## src/rtl/displayPkg.sv

```systemverilog
// segment codes are active high with segment a at index 0; common-anode boards need inverting
`default_nettype none

package displayPkg;

	////////////////////
	// segment types
	////////////////////

	// index 0 is segment a, index 6 is g
	typedef logic [0:6] segT;

	typedef logic [3:0] digitT; // one decimal digit

	localparam segT SegBlank = 7'b0000000; // all segments off

	// three digits of the score
	typedef struct packed {
		segT hundreds;
		segT tens;
		segT units;
	} displayT;

endpackage

`default_nettype wire

```

## src/rtl/bowlingPkg.sv

```systemverilog
// game rules for one player only; pin counts above 10 are not legal rolls and get clamped upstream
`default_nettype none

package bowlingPkg;

	////////////////////
	// game rules
	////////////////////
	localparam int MaxPins   = 10;  // pins in a full rack
	localparam int NumFrames = 10;
	localparam int MaxScore  = 300; // perfect game

	////////////////////
	// widths
	////////////////////
	typedef logic [3:0] pinsT;  // 0..10 pins
	typedef logic [3:0] frameT; // frame 1..10

	// running total, sized to hold a perfect game
	typedef logic [$clog2(MaxScore + 1) - 1:0] scoreT;

	typedef logic [1:0] bonusT; // pending bonuses, 0..2

	////////////////////
	// decoder states
	////////////////////
	typedef enum logic [2:0] {
		firstBall,   // frames 1..9, first ball
		secondBall,  // frames 1..9, second ball
		tenthFirst,
		tenthSecond,
		tenthFill,   // bonus ball after strike or spare in frame 10
		gameDone
	} ballStateT;

	// one decoded roll, handed from decoder to scorer
	typedef struct packed {
		logic valid;     // roll counts
		pinsT pins;      // already clamped
		logic addStrike; // frames 1..9 only
		logic addSpare;  // frames 1..9 only
		logic lastRoll;  // ends the game
	} rollInfoT;

endpackage

`default_nettype wire
```

## src/rtl/bowlingScorer.sv

```systemverilog
// single player scorer; one roll per rising button edge, total and display valid right after it
`timescale 1ns/100ps
`default_nettype none

module bowlingScorer (
	input  logic              button,
	input  logic              arstN,
	input  bowlingPkg::pinsT  pointIn,
	output bowlingPkg::scoreT pointAll,
	output logic              gameOver,
	output displayPkg::segT   hundred7SegCode,
	output displayPkg::segT   ten7SegCode,
	output displayPkg::segT   current7SegCode
);
	import bowlingPkg::*;
	import displayPkg::*;

	rollInfoT roll;   // decoded roll
	displayT  digits;

	rollDecoder decoder (
		.button   (button),
		.arstN    (arstN),
		.pointIn  (pointIn),
		.roll     (roll),
		.gameOver (gameOver)
	);

	bonusScorer scorer (
		.button (button),
		.arstN  (arstN),
		.roll   (roll),
		.total  (pointAll)
	);

	scoreDisplay display (
		.total  (pointAll),
		.digits (digits)
	);

	assign hundred7SegCode = digits.hundreds;
	assign ten7SegCode     = digits.tens;
	assign current7SegCode = digits.units; // units digit

endmodule

`default_nettype wire

```

## src/rtl/scoreDisplay.sv

```systemverilog
// purely combinational; totals up to 511 split correctly, digits outside 0..9 show blank
`timescale 1ns/100ps
`default_nettype none

module scoreDisplay (
	input  bowlingPkg::scoreT    total,
	output displayPkg::displayT  digits
);
	import bowlingPkg::*;
	import displayPkg::*;

	scoreT rest;
	digitT hundreds;
	digitT tens;
	digitT units;

	// segment order a..g, active high
	function automatic segT toSeg(input digitT value);
		segT code;
		case (value)
			4'd0:    code = 7'b1111110;
			4'd1:    code = 7'b0110000;
			4'd2:    code = 7'b1101101;
			4'd3:    code = 7'b1111001;
			4'd4:    code = 7'b0110011;
			4'd5:    code = 7'b1011011;
			4'd6:    code = 7'b1011111;
			4'd7:    code = 7'b1110000;
			4'd8:    code = 7'b1111111;
			4'd9:    code = 7'b1111011;
			default: code = SegBlank;
		endcase
		return code;
	endfunction

	////////////////////
	// binary to decimal
	////////////////////
	always_comb begin
		rest     = total;
		hundreds = '0;
		tens     = '0;
		for (int i = 0; i < 5; i++) begin // 511 needs five hundreds at most
			if (rest >= scoreT'(100)) begin
				rest     = rest - scoreT'(100);
				hundreds = hundreds + digitT'(1);
			end
		end
		for (int i = 0; i < 9; i++) begin
			if (rest >= scoreT'(10)) begin
				rest = rest - scoreT'(10);
				tens = tens + digitT'(1);
			end
		end
		units = digitT'(rest); // below 10 by now
	end

	assign digits.hundreds = toSeg(hundreds);
	assign digits.tens     = toSeg(tens);
	assign digits.units    = toSeg(units);

endmodule

`default_nettype wire

```

## src/rtl/bonusScorer.sv

```systemverilog
// total is updated on the same button edge as the roll; pins must arrive clamped from the decoder
`timescale 1ns/100ps
`default_nettype none

module bonusScorer (
	input  logic                 button,
	input  logic                 arstN,
	input  bowlingPkg::rollInfoT roll,
	output bowlingPkg::scoreT    total
);
	import bowlingPkg::*;

	bonusT nextBonus;  // bonuses riding on the next roll
	bonusT laterBonus; // bonuses riding on the roll after
	scoreT rollScore;

	// pins count once plus once per pending bonus
	always_comb begin
		rollScore = scoreT'(roll.pins) * (scoreT'(nextBonus) + scoreT'(1));
	end

	////////////////////
	// running total
	////////////////////
	always_ff @(posedge button or negedge arstN) begin
		if (!arstN) begin
			total      <= '0;
			nextBonus  <= '0;
			laterBonus <= '0;
		end else if (roll.valid) begin
			total      <= total + rollScore;
			// strike and spare both reach the next roll
			nextBonus  <= laterBonus + bonusT'(roll.addStrike | roll.addSpare);
			laterBonus <= bonusT'(roll.addStrike); // only a strike reaches two rolls ahead
		end
	end

endmodule

`default_nettype wire

```

## src/rtl/rollDecoder.sv

```systemverilog
// button is the clock and must be debounced outside; pointIn is sampled on its rising edge
`timescale 1ns/100ps
`default_nettype none

module rollDecoder (
	input  logic                 button,
	input  logic                 arstN,
	input  bowlingPkg::pinsT     pointIn,
	output bowlingPkg::rollInfoT roll,
	output logic                 gameOver
);
	import bowlingPkg::*;

	ballStateT state;
	ballStateT nextState;
	frameT     frame;     // 1..10
	frameT     nextFrame;
	pinsT      standing;  // pins up for the coming ball
	pinsT      nextStanding;
	pinsT      pins;      // clamped count
	pinsT      rackLeft;  // what stays up after this ball
	logic      clear;     // ball takes all standing pins
	logic      prevClear; // previous ball took its whole rack
	logic      lastOpenFrame;

	////////////////////
	// classify roll
	////////////////////
	always_comb begin
		pins          = (pointIn > standing) ? standing : pointIn;
		clear         = (pins == standing);
		rackLeft      = clear ? pinsT'(MaxPins) : standing - pins; // fresh rack after a clear
		lastOpenFrame = (frame == frameT'(NumFrames - 1));

		roll       = '0;
		roll.valid = (state != gameDone);
		roll.pins  = roll.valid ? pins : '0;

		nextState    = state;
		nextFrame    = frame;
		nextStanding = rackLeft;

		case (state)
			firstBall: begin
				roll.addStrike = clear;
				if (clear) begin // strike ends the frame
					nextFrame = frame + frameT'(1);
					nextState = lastOpenFrame ? tenthFirst : firstBall;
				end else begin
					nextState = secondBall;
				end
			end
			secondBall: begin
				roll.addSpare = clear; // frame adds up to 10
				nextFrame     = frame + frameT'(1);
				nextState     = lastOpenFrame ? tenthFirst : firstBall;
				nextStanding  = pinsT'(MaxPins);
			end
			tenthFirst: begin
				nextState = tenthSecond;
			end
			tenthSecond: begin
				// a clear on the first ball was a strike
				roll.lastRoll = !(prevClear || clear);
				nextState     = roll.lastRoll ? gameDone : tenthFill;
			end
			tenthFill: begin
				roll.lastRoll = 1'b1;
				nextState     = gameDone;
			end
			default: begin
				nextState = gameDone; // also covers unused encodings
			end
		endcase
	end

	////////////////////
	// state registers
	////////////////////
	always_ff @(posedge button or negedge arstN) begin
		if (!arstN) begin
			state     <= firstBall;
			frame     <= frameT'(1);
			standing  <= pinsT'(MaxPins);
			prevClear <= 1'b0;
		end else if (roll.valid) begin
			state     <= nextState;
			frame     <= nextFrame;
			standing  <= nextStanding;
			prevClear <= clear;
		end
	end

	assign gameOver = (state == gameDone);

endmodule

`default_nettype wire

```

## config.mk

```make
export PLATFORM = sky130hd
export DESIGN_NAME = bowlingScorer
export DESIGN_NICKNAME = d
export VERILOG_FILES = /design/src/rtl/displayPkg.sv /design/src/rtl/bowlingPkg.sv /design/src/rtl/bowlingScorer.sv /design/src/rtl/scoreDisplay.sv /design/src/rtl/bonusScorer.sv /design/src/rtl/rollDecoder.sv
export SDC_FILE = /design/constraint.sdc
export NUM_CORES = 1
export LEC_CHECK = 0
export BUFFER_PORTS_ARGS = -buffer_cell sky130_fd_sc_hd__buf_2
export CORE_UTILIZATION = 43
export DETAILED_ROUTE_END_ITERATION = 10
export SLEW_MARGIN = 30
export SYNTH_ARGS = -nofsm -noshare
export SYNTH_HDL_FRONTEND = slang
export SYNTH_HIERARCHICAL = 1
export SYNTH_SLANG_ARGS = --single-unit
export TNS_END_PERCENT = 20
```

## constraint.sdc

```tcl
create_clock -name button -period 15.85 [get_ports button]
set_input_delay 2.3775 -clock button [delete_from_list [all_inputs] [get_ports button]]
set_output_delay 2.3775 -clock button [all_outputs]
set_load 0.01 [all_outputs]
```

==> summary.txt <==
Drt
  – Routed vias/inst: 6.03
  – Post-DRT Antenna Nets: 0
  – Vias: around 6,600
  – Post-DR wirelength/cell: roughly 16 um
  – Routed WL: 17.0 mm
  – Initial DRC count: 408
  – First-pass DRT Iterations: 5
  – DRC errors left: 0

Floorplan
  – Die Ht: 128 um
  – Die area: ~16,000 um2
  – Starting Density: 44.5%
  – IO Pins: 37
  – Chip width: 128 um
  – Core area: 15,300 um2
  – # rows: 45

Final layout
  – Layout cell share with drive strength beyond 1: 19.1%
  – Sequential Area: 606 um2
  – Layout area overhead: 8.95%
  – Final std cells w/o fill: 1,099
  – Filler cell count: between 1,500 and 2,000
  – Nets: 956
  – N_diodes: 0
  – Area of the multi-input gates: 5980 um2

Global route
  – First-pass GRT wire length: 28.9 mm
  – Initial antenna violation count: 0
  – GRT Total Usage: about a fifth
  – Vias in the first global route: 5,965
  – Largest net degree at the start of global routing: 25
  – Remaining Overflow, GRT: 0

STA
  – Clock Skew: 0.971 ps
  – Unrepaired setup endpoints after global routing: no
  – Final setup vio count: 0
  – Hold Vio Cnt, Final: 0
  – Fmax: about 67 MHz
  – Worst slew pin tran: 1030 ps
  – Fin crit period: between 15,000 and 20,000 ps
  – Period utilisation layout: 94.7%
  – Post-route setup TNS: 0 ps
  – Slew Viols, Final: 0
  – Max_slew headroom: 31.1%

Critical path
  – Critical Path Source Type: register
  – Crit path max fanout: 10
  – Kind of critical path: reg2out
  – CP endpoint kind: output port
  – Worst Path Arrival: 12,620 ps
  – Critical-path top delay cell: or4_1
  – Crit-path max cell delay: around 720 ps
  – CP required: approximately 13,000 ps

Clock tree
  – Worst-path clk slew: 60 ps
  – CTS max path bufs: 2
  – CTS Root Cell: clkbuf_16
  – Clk_lat worst skew: 260 ps
  – Clock sink total: 24
  – CTS buffer count: 3
  – Hold-fix buffer count after cts: 0
  – Postcts setup bufs: 0
  – H-tree depth: 1
  – CTS tree: done

Placed design
  – Gp weighted congestion: ~0.89
  – Placed Cells: 1,095
  – Input/output buffers: 36
  – HPWL after DPL: between 10 and 15 mm

Flow run
  – Max Cap Violations: 0

Synthesis
  – Syn avg cell area: 7.89 um2
  – Yosys warnings: 6
  – Syn_nets: 930
  – Mapped Area: 6810 um2
  – Syn Inst Count: 863

Outcome
  – Outcome: completed

Hold path
  – Hold/Removal Path Class: reg2reg
[routing by layer]
| layer | vias up | GRT usage, % | routed length, um | share of wire (%) |
|---|---|---|---|---|
| met5 | - | 0 | 0 | 0 |
| met4 | 0 | 2.70 | 209 | 1.2 |
| met3 | 20 | 2.13 | 749 | 4.4 |
| met2 | 173 | 35.1 | 7800 | 46 |
| met1 | 3106 | 29.5 | 8290 | 49 |
| li1 | 3333 | - | - | - |
[worst max-delay path, delay by kind of cell (launching register included)]
kind	cells	cell delay (ps)
AND/OR/NAND/NOR	7	1820
multiplexers	3	940
XOR/XNOR	1	330
buffers and inverters	10	1240
adder cells (fa/ha/maj)	7	1930
AO/OA/AOI/OAI	23	5620
flip-flops	1	470
[state kept, by name (all words and copies together) (netlist names)]
signal	count
scorer/total	9
decoder/frame	4
decoder/standing	4
decoder/state	3
scorer/nextBonus	2
decoder/prevClear	1
scorer/laterBonus	1
[timing repair]
| item | CTS | global route |
|---|---|---|
| resized for setup | 0 | 21 |
| endpoints found under the setup margin | 0 | 9 |
| endpoints found under the hold margin | 0 | 0 |
[per-stage QoR]
step / setup slack, ps / utilization, % / cell area, um2 / hold slack, ps
6_report: 848 / 48.4 / 7420 / 481
5_1_grt: 64.0 / 48.4 / 7420 / 512
4_1_cts: 410 / 47.6 / 7290 / 484
3_5_place_dp: 744 / 46.9 / 7180 / 470
3_3_place_gp: 955 / 46.9 / 7180 / 466
2_1_floorplan: 2010 / - / 6810 / 445
[final cells by class]
| cell class | instances | area share [%] |
|---|---|---|
| clock buffer | 3 | 1.01 |
| clock inverter | 1 | 0.405 |
| sequential | 24 | 8.16 |
| timing repair buffer | 44 | 3.24 |
| multi-input combinational | 755 | 80.5 |
| inverter | 61 | 3.09 |
| tap | 211 | 3.56 |
[cell usage in the layout, fill, tap and decap left out, drive strengths merged, types with 7 or more instances in the layout]
| master | count |
|---|---|
| a211o | 10 |
| a211oi | 21 |
| a21o | 15 |
| a21oi | 50 |
| a31oi | 15 |
| and2 | 19 |
| and3 | 11 |
| buf | 44 |
| dfrtp | 21 |
| fa | 8 |
| ha | 53 |
| inv | 59 |
| mux2 | 19 |
| mux2i | 18 |
| nand2 | 72 |
| nand2b | 10 |
| nand3 | 29 |
| nor2 | 65 |
| nor2b | 18 |
| nor3 | 18 |
| nor4 | 13 |
| o211a | 8 |
| o211ai | 13 |
| o21a | 15 |
| o21ai | 57 |
| o221ai | 7 |
| o22ai | 9 |
| o31ai | 7 |
| or2 | 10 |
| or3 | 12 |
| xnor2 | 24 |
| xor2 | 15 |
[final timing paths]
| path | from | to | slack [ps] | cells after the start |
|---|---|---|---|---|
| max | scorer/total[3] | ten7SegCode[1] | 850 | 51 |
| min reg2reg | decoder/frame[3] | decoder/frame[3] | 480 | 1 |
| min in group asynchronous | arstN | decoder/prevClear | 2110 | 1 |
| min | decoder/frame[3] | decoder/frame[3] | 480 | 1 |
| max in group asynchronous | arstN | scorer/total[2] | 13330 | 1 |
| max reg2reg | decoder/standing[1] | scorer/total[6] | 11100 | 17 |
Power is left out: the tool's default activity adds up to more than one toggle a clock period on the data nets, which glitch-free logic cannot reach.
